==> src/dmni_defines.svh <==
`ifndef DMNI_DEFINES_SVH
`define DMNI_DEFINES_SVH

// hermes flit and memory word width.
`define DMNI_FLIT_WIDTH 32

// byte address and size counter width.
`define DMNI_ADDR_WIDTH 32

`define DMNI_WORD_BYTES 4

// cycles a grant is held while the other engine waits.
`define DMNI_ARB_SLICE  15

`endif

==> src/dmni_pkg.sv <==
`default_nettype none

`include "dmni_defines.svh"

package dmni_pkg;

    typedef enum logic {
        HERMES_OPERATION_SEND    = 1'b0,
        HERMES_OPERATION_RECEIVE = 1'b1
    } hermes_op_t;

    // one-hot receive states.
    typedef enum logic [3:0] {
        HERMES_RECEIVE_HEADER = 4'b0001,
        HERMES_RECEIVE_SIZE   = 4'b0010,
        HERMES_RECEIVE_WAIT   = 4'b0100,
        HERMES_RECEIVE_DATA   = 4'b1000
    } hermes_receive_t;

    // one-hot send states.
    typedef enum logic [3:0] {
        HERMES_SEND_IDLE    = 4'b0001,
        HERMES_SEND_PRELOAD = 4'b0010,
        HERMES_SEND_DATA    = 4'b0100,
        HERMES_SEND_STOP    = 4'b1000
    } hermes_send_t;

    typedef enum logic {
        ARBIT_SEND    = 1'b0,
        ARBIT_RECEIVE = 1'b1
    } arbit_t;

endpackage

`default_nettype wire

==> src/dmni_mem_if.sv <==
`timescale 1ns/10ps
`default_nettype none

`include "dmni_defines.svh"

interface dmni_mem_if;

    logic                           pending;
    logic                           grant;
    logic [`DMNI_ADDR_WIDTH - 1:0]  addr;
    logic [`DMNI_FLIT_WIDTH - 1:0]  wdata;

    modport requester (
        output pending,
        output addr,
        output wdata,
        input  grant
    );

    modport arbiter (
        input  pending,
        input  addr,
        input  wdata,
        output grant
    );

endinterface

`default_nettype wire

==> src/hermes_receive.sv <==
`timescale 1ns/10ps
`default_nettype none

`include "dmni_defines.svh"

module hermes_receive (
    input  logic                           clk_i,
    input  logic                           rst_ni,
    input  logic                           noc_rx_i,
    input  logic [`DMNI_FLIT_WIDTH - 1:0]  noc_data_i,
    output logic                           noc_credit_o,
    input  logic                           start_i,
    input  dmni_pkg::hermes_op_t           operation_i,
    input  logic [`DMNI_ADDR_WIDTH - 1:0]  address_i,
    input  logic [`DMNI_ADDR_WIDTH - 1:0]  size_i,
    dmni_mem_if.requester                  mem,
    output logic                           active_o,
    output logic                           available_o,
    output logic [`DMNI_FLIT_WIDTH - 1:0]  flits_available_o
);

    import dmni_pkg::*;

    hermes_receive_t state;
    hermes_receive_t next_state;

    logic                          can_receive;
    logic                          start_rx;
    logic [`DMNI_ADDR_WIDTH - 1:0] rx_addr;
    logic [`DMNI_ADDR_WIDTH - 1:0] rx_size;
    logic [`DMNI_FLIT_WIDTH - 1:0] payload_cntr;

    assign can_receive = noc_rx_i && mem.grant;
    assign start_rx    = start_i && (operation_i == HERMES_OPERATION_RECEIVE);

    // chunk address and size taken on software start.
    always_ff @(posedge clk_i or negedge rst_ni) begin
        if (!rst_ni) begin
            rx_addr <= '0;
            rx_size <= '0;
        end else if (state == HERMES_RECEIVE_WAIT && start_rx) begin
            rx_addr <= address_i;
            rx_size <= size_i;
        end else if (state == HERMES_RECEIVE_DATA && can_receive) begin
            rx_addr <= rx_addr + `DMNI_ADDR_WIDTH'(`DMNI_WORD_BYTES);
            rx_size <= rx_size - 1'b1;
        end
    end

    // remaining payload of the whole packet.
    always_ff @(posedge clk_i or negedge rst_ni) begin
        if (!rst_ni) begin
            payload_cntr <= '0;
        end else if (state == HERMES_RECEIVE_SIZE && noc_rx_i) begin
            payload_cntr <= noc_data_i;
        end else if (state == HERMES_RECEIVE_DATA && can_receive) begin
            payload_cntr <= payload_cntr - 1'b1;
        end
    end

    always_comb begin
        next_state = state;
        case (state)
            HERMES_RECEIVE_HEADER: if (noc_rx_i) next_state = HERMES_RECEIVE_SIZE;
            HERMES_RECEIVE_SIZE:   if (noc_rx_i) next_state = HERMES_RECEIVE_WAIT;
            HERMES_RECEIVE_WAIT:   if (start_rx) next_state = HERMES_RECEIVE_DATA;
            HERMES_RECEIVE_DATA: begin
                if (can_receive) begin
                    if (payload_cntr == `DMNI_FLIT_WIDTH'(1)) begin
                        next_state = HERMES_RECEIVE_HEADER;
                    end else if (rx_size == `DMNI_ADDR_WIDTH'(1)) begin
                        next_state = HERMES_RECEIVE_WAIT;
                    end
                end
            end
            default: next_state = HERMES_RECEIVE_HEADER;
        endcase
    end

    always_ff @(posedge clk_i or negedge rst_ni) begin
        if (!rst_ni) begin
            state <= HERMES_RECEIVE_HEADER;
        end else begin
            state <= next_state;
        end
    end

    // credit follows the grant while data is written.
    assign noc_credit_o = (state == HERMES_RECEIVE_DATA) ? can_receive
                                                         : (state != HERMES_RECEIVE_WAIT);

    assign active_o          = (state == HERMES_RECEIVE_DATA);
    assign available_o       = (state == HERMES_RECEIVE_WAIT);
    assign flits_available_o = payload_cntr;

    assign mem.pending = active_o;
    assign mem.addr    = rx_addr;
    assign mem.wdata   = noc_data_i;

endmodule

`default_nettype wire

==> src/hermes_send.sv <==
`timescale 1ns/10ps
`default_nettype none

`include "dmni_defines.svh"

module hermes_send (
    input  logic                           clk_i,
    input  logic                           rst_ni,
    input  logic                           noc_ack_i,
    output logic                           noc_tx_o,
    input  logic                           start_i,
    input  dmni_pkg::hermes_op_t           operation_i,
    input  logic [`DMNI_ADDR_WIDTH - 1:0]  address_i,
    input  logic [`DMNI_ADDR_WIDTH - 1:0]  address_2_i,
    input  logic [`DMNI_ADDR_WIDTH - 1:0]  size_i,
    input  logic [`DMNI_ADDR_WIDTH - 1:0]  size_2_i,
    dmni_mem_if.requester                  mem,
    output logic                           active_o
);

    import dmni_pkg::*;

    hermes_send_t state;
    hermes_send_t next_state;

    logic can_send;
    logic can_send_r;
    logic issuing;
    logic last_word;

    logic [`DMNI_ADDR_WIDTH - 1:0] addr;
    logic [`DMNI_ADDR_WIDTH - 1:0] addr_2;
    logic [`DMNI_ADDR_WIDTH - 1:0] size;
    logic [`DMNI_ADDR_WIDTH - 1:0] size_2;
    logic [`DMNI_ADDR_WIDTH - 1:0] addr_r;
    logic [`DMNI_ADDR_WIDTH - 1:0] addr_2_r;
    logic [`DMNI_ADDR_WIDTH - 1:0] size_r;
    logic [`DMNI_ADDR_WIDTH - 1:0] size_2_r;

    assign can_send = noc_ack_i && mem.grant;
    assign issuing  = (state == HERMES_SEND_PRELOAD) || (state == HERMES_SEND_DATA);

    // one word left to issue over both segments.
    assign last_word = (size == `DMNI_ADDR_WIDTH'(1) && size_2 == '0)
                    || (size == '0 && size_2 == `DMNI_ADDR_WIDTH'(1));

    always_ff @(posedge clk_i or negedge rst_ni) begin
        if (!rst_ni) begin
            can_send_r <= 1'b0;
        end else begin
            can_send_r <= can_send;
        end
    end

    always_ff @(posedge clk_i or negedge rst_ni) begin
        if (!rst_ni) begin
            addr   <= '0;
            addr_2 <= '0;
            size   <= '0;
            size_2 <= '0;
        end else if (state == HERMES_SEND_IDLE) begin
            addr   <= address_i;
            addr_2 <= address_2_i;
            size   <= size_i;
            size_2 <= size_2_i;
        end else if (can_send && issuing) begin
            if (size != '0) begin
                addr <= addr + `DMNI_ADDR_WIDTH'(`DMNI_WORD_BYTES);
                size <= size - 1'b1;
            end else begin
                addr_2 <= addr_2 + `DMNI_ADDR_WIDTH'(`DMNI_WORD_BYTES);
                size_2 <= size_2 - 1'b1;
            end
        end else if (!can_send && can_send_r) begin
            // ack dropped after the address moved on.
            addr   <= addr_r;
            addr_2 <= addr_2_r;
            size   <= size_r;
            size_2 <= size_2_r;
        end
    end

    always_ff @(posedge clk_i or negedge rst_ni) begin
        if (!rst_ni) begin
            addr_r   <= '0;
            addr_2_r <= '0;
            size_r   <= '0;
            size_2_r <= '0;
        end else if (can_send) begin
            addr_r   <= addr;
            addr_2_r <= addr_2;
            size_r   <= size;
            size_2_r <= size_2;
        end
    end

    always_comb begin
        next_state = state;
        case (state)
            HERMES_SEND_IDLE: begin
                if (start_i && operation_i == HERMES_OPERATION_SEND) begin
                    next_state = HERMES_SEND_PRELOAD;
                end
            end
            HERMES_SEND_PRELOAD: begin
                if (can_send) next_state = last_word ? HERMES_SEND_STOP : HERMES_SEND_DATA;
            end
            HERMES_SEND_DATA: begin
                if (!can_send) begin
                    next_state = HERMES_SEND_PRELOAD;
                end else if (last_word) begin
                    next_state = HERMES_SEND_STOP;
                end
            end
            // a stall here re-reads the last word.
            HERMES_SEND_STOP: next_state = can_send ? HERMES_SEND_IDLE : HERMES_SEND_PRELOAD;
            default:          next_state = HERMES_SEND_IDLE;
        endcase
    end

    always_ff @(posedge clk_i or negedge rst_ni) begin
        if (!rst_ni) begin
            state <= HERMES_SEND_IDLE;
        end else begin
            state <= next_state;
        end
    end

    // flit valid only while send owns memory.
    assign noc_tx_o = ((state == HERMES_SEND_DATA) || (state == HERMES_SEND_STOP)) && mem.grant;
    assign active_o = (state != HERMES_SEND_IDLE);

    assign mem.pending = active_o;
    assign mem.addr    = (size != '0) ? addr : addr_2;

endmodule

`default_nettype wire

==> src/mem_arbiter.sv <==
`timescale 1ns/10ps
`default_nettype none

`include "dmni_defines.svh"

module mem_arbiter (
    input  logic                           clk_i,
    input  logic                           rst_ni,
    dmni_mem_if.arbiter                    tx_mem,
    dmni_mem_if.arbiter                    rx_mem,
    output logic [3:0]                     mem_we_o,
    output logic [`DMNI_ADDR_WIDTH - 1:0]  mem_addr_o,
    output logic [`DMNI_FLIT_WIDTH - 1:0]  mem_data_o
);

    import dmni_pkg::*;

    arbit_t     owner;
    arbit_t     next_owner;
    logic       owner_pending;
    logic       other_pending;
    logic       rearbitrate;
    logic [3:0] timer;

    assign owner_pending = (owner == ARBIT_SEND) ? tx_mem.pending : rx_mem.pending;
    assign other_pending = (owner == ARBIT_SEND) ? rx_mem.pending : tx_mem.pending;

    assign rearbitrate = (tx_mem.pending || rx_mem.pending)
                      && (timer == '0 || !owner_pending);

    // hand over only when the other engine asks.
    assign next_owner = (rearbitrate && other_pending) ? arbit_t'(~owner) : owner;

    always_ff @(posedge clk_i or negedge rst_ni) begin
        if (!rst_ni) begin
            owner <= ARBIT_SEND;
            timer <= '0;
        end else begin
            owner <= next_owner;
            if (next_owner != owner) begin
                timer <= 4'(`DMNI_ARB_SLICE);
            end else if (timer != '0) begin
                timer <= timer - 1'b1;
            end
        end
    end

    assign tx_mem.grant = (owner == ARBIT_SEND);
    assign rx_mem.grant = (owner == ARBIT_RECEIVE);

    assign mem_addr_o = (owner == ARBIT_SEND) ? tx_mem.addr : rx_mem.addr;
    assign mem_data_o = rx_mem.wdata;
    assign mem_we_o   = (owner == ARBIT_RECEIVE && rx_mem.pending) ? 4'hf : 4'h0;

endmodule

`default_nettype wire

==> src/dmni_top.sv <==
`timescale 1ns/10ps
`default_nettype none

`include "dmni_defines.svh"

module dmni_top (
    input  logic                           clk_i,
    input  logic                           rst_ni,

    input  logic                           noc_rx_i,
    output logic                           noc_credit_o,
    input  logic [`DMNI_FLIT_WIDTH - 1:0]  noc_data_i,

    output logic                           noc_tx_o,
    input  logic                           noc_ack_i,
    output logic [`DMNI_FLIT_WIDTH - 1:0]  noc_data_o,

    output logic [3:0]                     mem_we_o,
    output logic [`DMNI_ADDR_WIDTH - 1:0]  mem_addr_o,
    input  logic [`DMNI_FLIT_WIDTH - 1:0]  mem_data_i,
    output logic [`DMNI_FLIT_WIDTH - 1:0]  mem_data_o,

    input  logic                           hermes_start_i,
    input  dmni_pkg::hermes_op_t           hermes_operation_i,
    input  logic [`DMNI_ADDR_WIDTH - 1:0]  hermes_size_i,
    input  logic [`DMNI_ADDR_WIDTH - 1:0]  hermes_size_2_i,
    input  logic [`DMNI_ADDR_WIDTH - 1:0]  hermes_address_i,
    input  logic [`DMNI_ADDR_WIDTH - 1:0]  hermes_address_2_i,
    output logic                           hermes_send_active_o,
    output logic                           hermes_receive_active_o,
    output logic                           hermes_receive_available_o,
    output logic [`DMNI_FLIT_WIDTH - 1:0]  hermes_receive_flits_available_o
);

    dmni_mem_if rx_mem ();
    dmni_mem_if tx_mem ();

    hermes_receive u_receive (
        .clk_i             (clk_i),
        .rst_ni            (rst_ni),
        .noc_rx_i          (noc_rx_i),
        .noc_data_i        (noc_data_i),
        .noc_credit_o      (noc_credit_o),
        .start_i           (hermes_start_i),
        .operation_i       (hermes_operation_i),
        .address_i         (hermes_address_i),
        .size_i            (hermes_size_i),
        .mem               (rx_mem.requester),
        .active_o          (hermes_receive_active_o),
        .available_o       (hermes_receive_available_o),
        .flits_available_o (hermes_receive_flits_available_o)
    );

    hermes_send u_send (
        .clk_i       (clk_i),
        .rst_ni      (rst_ni),
        .noc_ack_i   (noc_ack_i),
        .noc_tx_o    (noc_tx_o),
        .start_i     (hermes_start_i),
        .operation_i (hermes_operation_i),
        .address_i   (hermes_address_i),
        .address_2_i (hermes_address_2_i),
        .size_i      (hermes_size_i),
        .size_2_i    (hermes_size_2_i),
        .mem         (tx_mem.requester),
        .active_o    (hermes_send_active_o)
    );

    mem_arbiter u_arbiter (
        .clk_i      (clk_i),
        .rst_ni     (rst_ni),
        .tx_mem     (tx_mem.arbiter),
        .rx_mem     (rx_mem.arbiter),
        .mem_we_o   (mem_we_o),
        .mem_addr_o (mem_addr_o),
        .mem_data_o (mem_data_o)
    );

    // read data goes straight out as the send flit.
    assign noc_data_o = mem_data_i;

endmodule

`default_nettype wire

==> config.mk <==
export PLATFORM = sky130hd
export DESIGN_NAME = dmni_top
export DESIGN_NICKNAME = d
export VERILOG_FILES = /design/src/dmni_pkg.sv /design/src/dmni_mem_if.sv /design/src/hermes_receive.sv /design/src/hermes_send.sv /design/src/mem_arbiter.sv /design/src/dmni_top.sv
export VERILOG_INCLUDE_DIRS = /design/src /design/src/src
export SDC_FILE = /design/constraint.sdc
export NUM_CORES = 1
export LEC_CHECK = 0
export BUFFER_PORTS_ARGS = -buffer_cell sky130_fd_sc_hd__buf_4
export CAP_MARGIN = 20
export CORE_AREA = 5 5 237 239
export CTS_BUF_LIST = sky130_fd_sc_hd__clkbuf_8 sky130_fd_sc_hd__clkbuf_16
export DETAILED_ROUTE_END_ITERATION = 8
export DIE_AREA = 0 0 242 244
export SYNTH_ARGS = -nofsm -noshare
export SYNTH_HDL_FRONTEND = slang
export SYNTH_SLANG_ARGS = --single-unit
export TNS_END_PERCENT = 5
==> constraint.sdc <==
create_clock -name clk_i -period 2.2 [get_ports clk_i]
set_input_delay 0.11 -clock clk_i [delete_from_list [all_inputs] [get_ports clk_i]]
set_output_delay 0.11 -clock clk_i [all_outputs]
set_load 0.02 [all_outputs]
# [After elaboration in Yosys (flattened, before gate mapping)]
# Cells that the tools add are included.
[totals] reg_bits=366 input_bits=198 out_inout_bits=137 elab_cells=131
[classes] n_addsub=8 n_eq_ne=25 muxes=45 bitwise=2 reduce_logical=35
[op_table] cell="32-bit 2-to-1 mux" count=24
[op_table] cell="32-bit by 1-bit equality test with 1-bit output, second input constant" count=4
[op_table] cell="32-bit by 1-bit subtractor with 32-bit output, second input constant" count=4
[op_table] cell="32-bit by 3-bit adder with 32-bit output, second input constant" count=3
[op_table] cell="32-bit logical NOT" count=2
[op_table] cell="4-bit 2-to-1 mux" count=14
[op_table] cell="4-bit case mux with 4 select lines" count=2
[op_table] cell="32-bit nonzero test" count=1
[op_table] cell="1-bit logical AND" count=15
[op_table] cell="4-bit by 1-bit equality test with 1-bit output, second input constant" count=2
[op_table] cell="4-bit by 2-bit equality test with 1-bit output, second input constant" count=2
[op_table] cell="4-bit by 3-bit equality test with 1-bit output, second input constant" count=2
[op_table] cell="4-bit equality test, second input constant" count=2
[op_table] cell="2-bit inequality test, second input constant" count=4
[op_table] cell="3-bit by 2-bit inequality test with 1-bit output, second input constant" count=2
[op_table] cell="3-bit inequality test, second input constant" count=2
[op_table] cell="2-bit nonzero test" count=3
[op_table] cell="1-bit logical OR" count=5
[op_table] cell="5-bit AND reduction" count=1
[op_table] cell="4-bit logical NOT" count=1
[op_table] cell="1-bit 2-to-1 mux" count=4
[op_table] cell="2-bit by 1-bit inequality test with 1-bit output, second input constant" count=2
[op_table] cell="4-bit by 1-bit inequality test with 1-bit output, second input constant" count=1
[op_table] cell="4-bit by 3-bit inequality test with 1-bit output, second input constant" count=1
[op_table] cell="other kinds (9)" count=12

# [Logic depth before layout (Yosys ltp)]
# Gate-level depths: netlist of run 1.
[logic_depth] ltp_word=9 depth_mapped=11 depth_no_buf=8

# [Modules after synthesis]
# From an unflattened synthesis of run 1, not the netlist that was laid out.
[hier_totals] hier_cells=2405 area_unflattened_um2=21739.6
[modules_own_cells] module="hermes_send" instances=1 cells_per_inst=1586 area_per_inst_um2=14540.2 seq_area_each_um2=6532.5
[modules_own_cells] module="hermes_receive" instances=1 cells_per_inst=684 area_per_inst_um2=5995.8 seq_area_each_um2=2503.7
[modules_own_cells] module="mem_arbiter" instances=1 cells_per_inst=103 area_per_inst_um2=963.4 seq_area_each_um2=125.1
[modules_own_cells] module="dmni_top" instances=1 cells_per_inst=32 area_per_inst_um2=240.2 seq_area_each_um2=0.0

# [Worst setup path after synthesis of run 1]
# OpenSTA, ideal clock, no wires.
[synth_timing] path_type="register to output" from="register u_send.size[20]" to="output port mem_addr_o[18]" arrival_ns=2.470 required_ns=2.090 path_slack_ns=-0.380 path_stages_with_launch=10 n_path_buf=4 path_cell_list="dfrtp_1 -> clkbuf_1 -> or4_4 -> nor4_4 -> and4_1 -> buf_4 -> buf_6 -> buf_4 -> a21oi_1 -> o21ai_0"
[synth_via] elab_chain_len=3
[synth_lines] item="start, declared" line="hermes_send.sv:33" source="logic [`DMNI_ADDR_WIDTH - 1:0] size;"
[synth_lines] item="start signal, assigned" line="hermes_send.sv:64" source="size <= size_i;"
[synth_lines] item="start signal, assigned" line="hermes_send.sv:69" source="size <= size - 1'b1;"
[synth_lines] item="start signal, assigned" line="hermes_send.sv:78" source="size <= size_r;"
[synth_lines] item="32-bit nonzero test" line="hermes_send.sv:134" source="assign mem.addr = (size != '0) ? addr : addr_2;"
[synth_lines] item="32-bit 2-to-1 mux" line="hermes_send.sv:134"
[synth_lines] item="32-bit 2-to-1 mux" line="mem_arbiter.sv:51" source="assign mem_addr_o = (owner == ARBIT_SEND) ? tx_mem.addr : rx_mem.addr;"
[synth_lines] item="end, declared" line="dmni_top.sv:19" source="output logic [`DMNI_ADDR_WIDTH - 1:0] mem_addr_o,"
# No other way between the ends.

# [Final worst setup path of run 1]
[layout_timing] from="register u_send.size[19]" to="output port mem_addr_o[11]"
# Same word-level chain as after synthesis.

==> results.txt, run 1 <==
The internal reg-to-reg setup slack came out at -0.54 ns. The combined area of the multi-input logic cells came out at 11,200 µm². The number of global-route vias before repair came out at 21,400. The final instance area is 29,300 µm².

After layout, the worst setup slack is -0.865 ns. The checks that failed: negative setup slack. The share of the Yosys chip area taken by registers is 43.1%. The total of max-cap violations came out at 0.

Power spread over the standard cell area amounts to about 1100 nW/µm². TritonCTS built the clock tree. The insertion delay to the later sink of the worst-skew pair is 0.58 ns. The number of distinct standard cells referenced by the synthesized netlist is 81. The synthesized netlist occupies a cell area of 21,300 µm². The start point of the critical path is u_send.size[19]. The depth of the most critical reg-to-reg path is 12. The setup clock skew after layout is about 0.026 ns. For this configuration, the core starts out at a cell density of 39.7%. The delay of the slowest critical-path stage came out at 0.55 ns. The complex-gate fraction of the synthesized area came out at 19.7%. The tree is rooted in a sky130_fd_sc_hd__clkbuf_16. The dominant synthesized flop cell is sky130_fd_sc_hd__dfrtp_1. In this run the static leakage power is 0.0130 µW. The slowest cell on the critical path is sky130_fd_sc_hd__or4_4.

The synthesized netlist devotes 24.7% of its cell area to simple gates. Setup violations remaining at the end of the flow were counted as 164. The area overhead of the layout relative to synthesis is 37.9%. In the final layout, the share of cells above drive strength 1 is 24.1%. The arrival time at the worst endpoint is a little under 3 ns. The count of mapped cells out of synthesis is 2,642. In this run the horizontal extent of the chip is 242 µm. The total clock buffers created by CTS is 44.

The count of final max-slew check failures came to 0. The largest total area in the synthesized netlist belongs to sky130_fd_sc_hd__dfrtp_1. The top-area cell type share of the netlist area came out at 42.8%. The number of clock sinks came out at 366.

After global routing the overflow that remains totals 0. The number of enable-type register cells in the synthesized netlist came out at 0. The tightest min-delay check is of the in -> reg type. The sequential cells in the finished layout cover a total of ~9200 µm². Counting the fill cells in the layout gives 4,959. The total iterations of the first detailed-routing run came out at 6. The clock-pin transition on the worst setup and hold timing paths came out at about 0.060 ns. The boundary pin count is approximately 340. The final net count is 3,372. The height of the chip came out at 244 µm.

Detailed placement finished with a half-perimeter wire length of 54,200 µm. The worst ir drop on vdd is approximately 0.86 mV. The global router's overall resource usage is 25.3%. The share of the clock period used by the worst path after layout came out at 139%. The floorplan step defined a core boundary enclosing 53,600 µm². The dominant combinational cell family by area after synthesis is simple AND/OR/NAND/NOR gates. The number of antenna violations at the first check in global routing is 1. The synthesized area per cell came out at roughly 8 µm². In this run the critical register-to-register path is launched from u_send.size[19]. The via-per-instance ratio is 5.59. The number of diodes is 0. The top achievable clock speed is ~0.33 GHz.

The element type at the critical path start is a flip-flop. Walking the worst path, the cells encountered are or4_4, nor4_4, buf_4, buf_6, nand4_4, buf_6, a21oi_1, buf_4, o21ai_1, buf_4. Summing the areas of all fa, ha and maj instances in the mapped netlist gives 0.824% of the synthesized area. The final critical path time including I/O delays and setup is 3.07 ns.

The critical path is of the reg -> out type. The number of levels the H-tree was split into is 2. The number of warnings issued by yosys came out at 0. The maximum number of pins on one net before global-route repair came out at 112. The required time of the critical path came out at between 2 and 2.5 ns. The routed layout has ~22,000 vias. The worst-path maximum fanout came out at 4. The post-synthesis mux area share came out at 1.32%. The post-detailed-route DRC marker count came out at 0. The die covers 59,000 µm². Setup repair after global routing could not meet its margin everywhere. The final cell utilization of the core came out at 54.7%. The total nets after synthesis is about 2,900.

In this design, the critical path's most frequently occurring cell is sky130_fd_sc_hd__buf_4. The family with the most delay on the worst path is simple AND/OR/NAND/NOR gates. The number of buffers and inverters on the critical path came out at 5. The count of endpoints failing hold in the final timing report came out at 0. The count of state elements after synthesis is 366. The area after detailed placement is 25,600 µm².

The number of buffer cells added on primary ports is 270. The remaining antenna violation count is 0. The share of synthesized registers carrying an async set or reset came out at 100%. After detailed routing, the average wire length per cell comes to 20.0 µm. The critical path ends at mem_addr_o[11]. The maximum number of buffers from clock root to sink is 3. The endpoint identified for the worst register-to-register timing path is u_send.size_2[23]. The critical path crosses 10 cells after its start point. The final wirelength came out at ~80,000 µm. Sorting the synthesized cells by area gives the leading types as sky130_fd_sc_hd__dfrtp_1, sky130_fd_sc_hd__nand2_1, sky130_fd_sc_hd__o21ai_0. The first-pass GRT wire length came out at 122,000 µm. The routability congestion estimate is a little over 0.9. The number of placement rows is 85.

The remaining max-slew budget at the tightest pin came out at 51.0%. For the pin with the worst max-slew slack, the measured transition is 0.733 ns. The endpoint type of the worst setup path is a primary output. The summed negative setup slack over all endpoints came out at -68.49 ns.

The xor/xnor cell area share of the yosys netlist is 3.58%. The number of DRC markers after the initial detailed-route iteration came out at 1,719. The flow ran to the end, but the final reports show violations.
-- worst min-delay path: stages --
cell	delay, ns
sky130_fd_sc_hd__buf_4	0.09
sky130_fd_sc_hd__nor2_1	0.04
sky130_fd_sc_hd__nor2_1	0.10
sky130_fd_sc_hd__a21o_1	0.11
sky130_fd_sc_hd__a22o_1	0.11
-- metrics by stage --
step	hold WS, ns	total power, µW	worst slack (ns)	cells
floorplan	-0.186	17300	-0.128	2642
global placement	0.0802	22400	-0.313	3638
detailed placement	0.0762	22700	-0.393	3639
CTS	0.0135	31000	-0.902	3887
global route	0.0331	33100	-0.988	3892
finish	0.0299	31200	-0.865	3892
-- kinds of logic (layout without fill, tap and decap cells) --
logic type                 count (synthesis)  in the layout
DFF                                      366            366
AOI/OAI and AO/OA                        689            689
adders and majority gates                 14             14
xor gates and xnor gates                  87             87
buffers and inverters                    291            845
muxes                                     28             28
and+or+nand+nor                         1167           1167
-- worst min-delay path by stage --
stage | slack, ns | startpoint | cells past startpoint | end
final | 0.03 | hermes_size_2_i[17] | 5 | u_send.size_2[17]
after global routing | 0.03 | hermes_size_2_i[17] | 5 | u_send.size_2[17]
after CTS | 0.01 | hermes_size_2_i[17] | 5 | u_send.size_2[17]
after detailed placement | 0.08 | rst_ni | 1 | u_receive.mem.addr[17]
after global placement | 0.08 | rst_ni | 1 | u_receive.mem.addr[17]
after floorplan | -0.19 | rst_ni | 0 | u_arbiter.rx_mem.grant
-- power by group --
| group | internal, µW | total (µW) | switching, µW |
|---|---|---|---|
| sequential | 9030 | 11100 | 2040 |
| combinational | 5660 | 12400 | 6720 |
| clock | 4730 | 7790 | 3070 |
-- cell usage in the layout, fill, tap and decap left out, drive strengths merged, types with 6 or more instances in the layout --
cell | netlist | routed
a221o | 16 | 16
nor2 | 227 | 227
or4 | 18 | 18
or3 | 31 | 31
mux2i | 27 | 27
a21oi | 196 | 196
and4 | 9 | 9
o311ai | 21 | 21
o211ai | 26 | 26
o21ai | 246 | 246
o21a | 6 | 6
nor3 | 64 | 64
xor2 | 27 | 27
o22a | 13 | 13
a31oi | 35 | 35
a22oi | 10 | 10
xnor2 | 60 | 60
ha | 14 | 14
and3 | 20 | 20
buf | 125 | 569
nand2 | 604 | 604
nand4 | 26 | 26
dlygate4sd3 | 0 | 163
o22ai | 12 | 12
nand3b | 6 | 6
inv | 31 | 42
a211oi | 37 | 37
a21o | 7 | 7
clkinv | 0 | 11
a22o | 9 | 9
dfrtp | 364 | 364
bufinv | 0 | 6
o2bb2ai | 8 | 8
nand2b | 7 | 7
nor4 | 44 | 44
clkbuf | 135 | 54
nand3 | 81 | 81
and2 | 9 | 9
-- final cells by class --
type	instances	share of cell area, %
well taps	696	2.97
inverters	31	0.418
repair buffers	732	21.9
multi-input cells	1985	38.2
clock buffers	54	4.26
clock inverters	28	0.986
flip-flops and latches	366	31.3
-- Yosys cell counts (all sizes together), types with 16 or more instances --
library cell / instances
a211oi: 37
a21oi: 196
a221o: 16
a31oi: 35
and3: 20
buf: 125
clkbuf: 135
dfrtp: 364
inv: 31
mux2i: 27
nand2: 604
nand3: 81
nand4: 26
nor2: 227
nor3: 64
nor4: 44
o211ai: 26
o21ai: 246
o311ai: 21
or3: 31
or4: 18
xnor2: 60
xor2: 27
-- layer usage --
layer	vias up	global-route usage (%)	routed length (µm)
met5	-	0	0
met4	0	11.0	3760
met3	158	3.28	3850
met2	700	43.4	38400
met1	10600	32.4	31900
li1	10300	-	-
-- what timing repair did --
action / CTS / global route
setup endpoints to repair: 183 / 214
setup buffers: 3 / 5
endpoints found under the hold margin: 579 / 0
resized for setup: 70 / 76
pin swaps: 10 / 14
hold buffers: 163 / 0
(Power assumes the default switching activity.)
==> run 2: changes to the inputs <==
--- a/config.mk
+++ b/config.mk
@@ -7,7 +7,6 @@
 export NUM_CORES = 1
 export LEC_CHECK = 0
 export BUFFER_PORTS_ARGS = -buffer_cell sky130_fd_sc_hd__buf_4
-export CAP_MARGIN = 20
 export CORE_AREA = 5 5 237 239
 export CTS_BUF_LIST = sky130_fd_sc_hd__clkbuf_8 sky130_fd_sc_hd__clkbuf_16
 export DETAILED_ROUTE_END_ITERATION = 8
==> constraint.sdc (replaced) <==
create_clock -name clk_i -period 2.2 [get_ports clk_i]
set_input_delay 0.44 -clock clk_i [delete_from_list [all_inputs] [get_ports clk_i]]
set_output_delay 0.44 -clock clk_i [all_outputs]
set_load 0.02 [all_outputs]
==> results.txt, run 2 (synthesized netlist as in run 1, its figures left out) <==
The routability congestion estimate came out at 0.940. CTS placed an instance of sky130_fd_sc_hd__clkbuf_16 at the clock tree root. In this design, the stage delay of the slowest critical-path cell is 0.56 ns. The power per standard cell area came out at 1110 nW/µm². The number of levels the H-tree was split into is 2. The total die area is between 50,000 and 60,000 µm². Subtracting the final worst setup slack from the clock period gives 3.36 ns. The half-perimeter wire length after detailed placement is 54,500 µm. The count of final max-slew check failures is 0. The worst setup path category is reg -> out. The remaining max-slew budget at the tightest pin is about half. The total power consumption of the routed design came out at slightly above 30,000 µW.

Clock-pin slew was measured on the worst setup and hold paths at 0.06 ns. The post-route worst setup slack is -1.16 ns. STA classifies the critical path endpoint as a primary output. The signal on the critical path passes through or4_4, nor4_4, and4_4, clkbuf_16, mux2i_4, o21ai_2, buf_6. The detailed-route wire length per cell is about 21 µm. The height of the chip came out at approximately 240 µm.

The global router's overall resource usage is 24.8%. The via count came out at 21,400. After detailed placement, the total cell area comes to between 20,000 and 30,000 µm². Summed over all cells, the static leakage comes to about 0.012 µW. The via-per-instance ratio is between 5 and 6. Leaving out fill and tap cells, the most frequent cells in the layout are sky130_fd_sc_hd__nand2_1, sky130_fd_sc_hd__buf_4, sky130_fd_sc_hd__dfrtp_1. The final wirelength came out at between 70,000 and 80,000 µm. The final net count is 3,213.

The count of endpoints failing hold in the final timing report is 0. The number of buffer cells added on primary ports is 270. The worst-path maximum fanout came out at 5. The number of diodes is 0. The placeable core region is 53,600 µm².

The share of the clock period used by the worst path after layout is 153%. The total clock buffers created by CTS is 44. The number of global-route vias before repair came out at between 20,000 and 25,000. The post-detailed-route DRC marker count came out at 0. Setup repair after global routing could not meet its margin everywhere. The worst slack at placement is -0.547 ns. In this run the count of I/O pins placed on the die edge is 335. On the critical path, the stage with the largest delay is an instance of sky130_fd_sc_hd__or4_4. The arrival time at the worst endpoint is 2.92 ns. TritonCTS built the clock tree.

For the pin with the worst max-slew slack, the measured transition is 0.739 ns. The area overhead of the layout relative to synthesis came out at 31.1%. The number of antenna violations at the first check in global routing is 1. The maximum number of pins on one net before global-route repair came out at 112. Counting every sink on the clock net gives 366. At the worst endpoint, the required time is between 1.5 and 2 ns. Fill cells in the final layout number 4,964. The remaining antenna violation count came out at 0. For this block, the initial DRC count from the detailed router was 1,687.

STA classifies the critical path startpoint as a flip-flop. The effective utilization at floorplan is 39.7%. The insertion delay to the later sink of the worst-skew pair is 0.57 ns. The first detailed-routing pass took 5 iterations. The worst ir drop on vdd is 0.803 mV. Setup violations remaining at the end of the flow were counted as around 170. The flow ran to the end, but the final reports show violations.

Based on the critical path, the design can be clocked at up to 0.297 GHz. The kind of path behind the tightest hold check is in -> reg. The first global-routing pass estimated 119,000 µm of wire. Once layout is done, the placed cells without fillers occupy 27,900 µm². The maximum number of buffers from clock root to sink came out at 3. The number of placement rows is 85. Cells with a size suffix above 1 make up 26.1% of the layout. The setup clock skew after layout came out at about 0.021 ns. The commonest non-fill, non-tap cell in the layout is sky130_fd_sc_hd__nand2_1. The final global-route overflow total came out at 0. The total of max-cap violations came out at 0. The floorplan die width came out at 242 µm. The checks that failed: negative setup slack.
## run 2: power by group
group          switching (µW)  internal (µW)  total [µW]
Combinational            6730           5490       12200
Clock                    3000           4640        7640
Sequential               2090           9030       11100
## run 2: final timing paths
check	slack (ns)	cells past startpoint	to	from
max	-1.16	7	mem_addr_o[26]	u_send.size[22]
min	0.1	3	u_receive.mem.addr[4]	hermes_address_i[4]
max reg2reg	-0.59	9	u_send.size_2[20]	u_send.size[22]
min reg2reg	0.47	2	u_send.size_2_r[13]	u_send.size_2_r[13]
max in group asynchronous	1.00	3	u_send.size_2_r[9]	rst_ni
min in group asynchronous	0.40	2	u_send.addr_r[21]	rst_ni
## run 2: layout make-up
| type | instances | area, µm² | area share, % |
|---|---|---|---|
| clock inverter | 19 | 215 | 0.772 |
| timing repair buffer | 573 | 4940 | 17.7 |
| multi-input combinational | 1985 | 11300 | 40.4 |
| tap | 696 | 871 | 3.13 |
| clock buffer | 56 | 1280 | 4.59 |
| sequential | 366 | 9160 | 32.9 |
| inverter | 31 | 126 | 0.454 |
## run 2: metal layers
layer,up-vias,global-route usage (%),part of all wire [%]
met3,156,4.32,6.2
met4,0,10.3,4.4
met1,10500,31.8,41
met2,770,41.8,48
li1,9964,-,-
met5,-,0,0
## run 2: critical path, delay by kind of cell (launching register included)
kind	cells	cell delay, ns
buffers and inverters	2	0.36
AND/OR/NAND/NOR	3	1.27
flip-flops	1	0.38
AO/OA/AOI/OAI	1	0.08
multiplexers	1	0.26
## run 2: repair_timing
action / CTS / global route
hold buffers: 1 / 0
resized for setup: 78 / 113
setup buffers: 1 / 1
pin swaps: 12 / 26
gates cloned: 2 / 2
endpoints found under the hold margin: 35 / 0
endpoints found under the setup margin: 195 / 214
## run 2: stage by stage
step | instances | TNS (ns) | hold slack, ns | util [%]
after global placement | 3644 | -51.08 | 0.405 | 47.8
after floorplan | 2642 | -16.17 | 0.144 | -
final | 3726 | -83.96 | 0.0978 | 52.0
after global routing | 3726 | -98.49 | 0.0773 | 52.0
after detailed placement | 3644 | -61.53 | 0.408 | 47.8
after CTS | 3723 | -87.93 | 0.0699 | 51.2
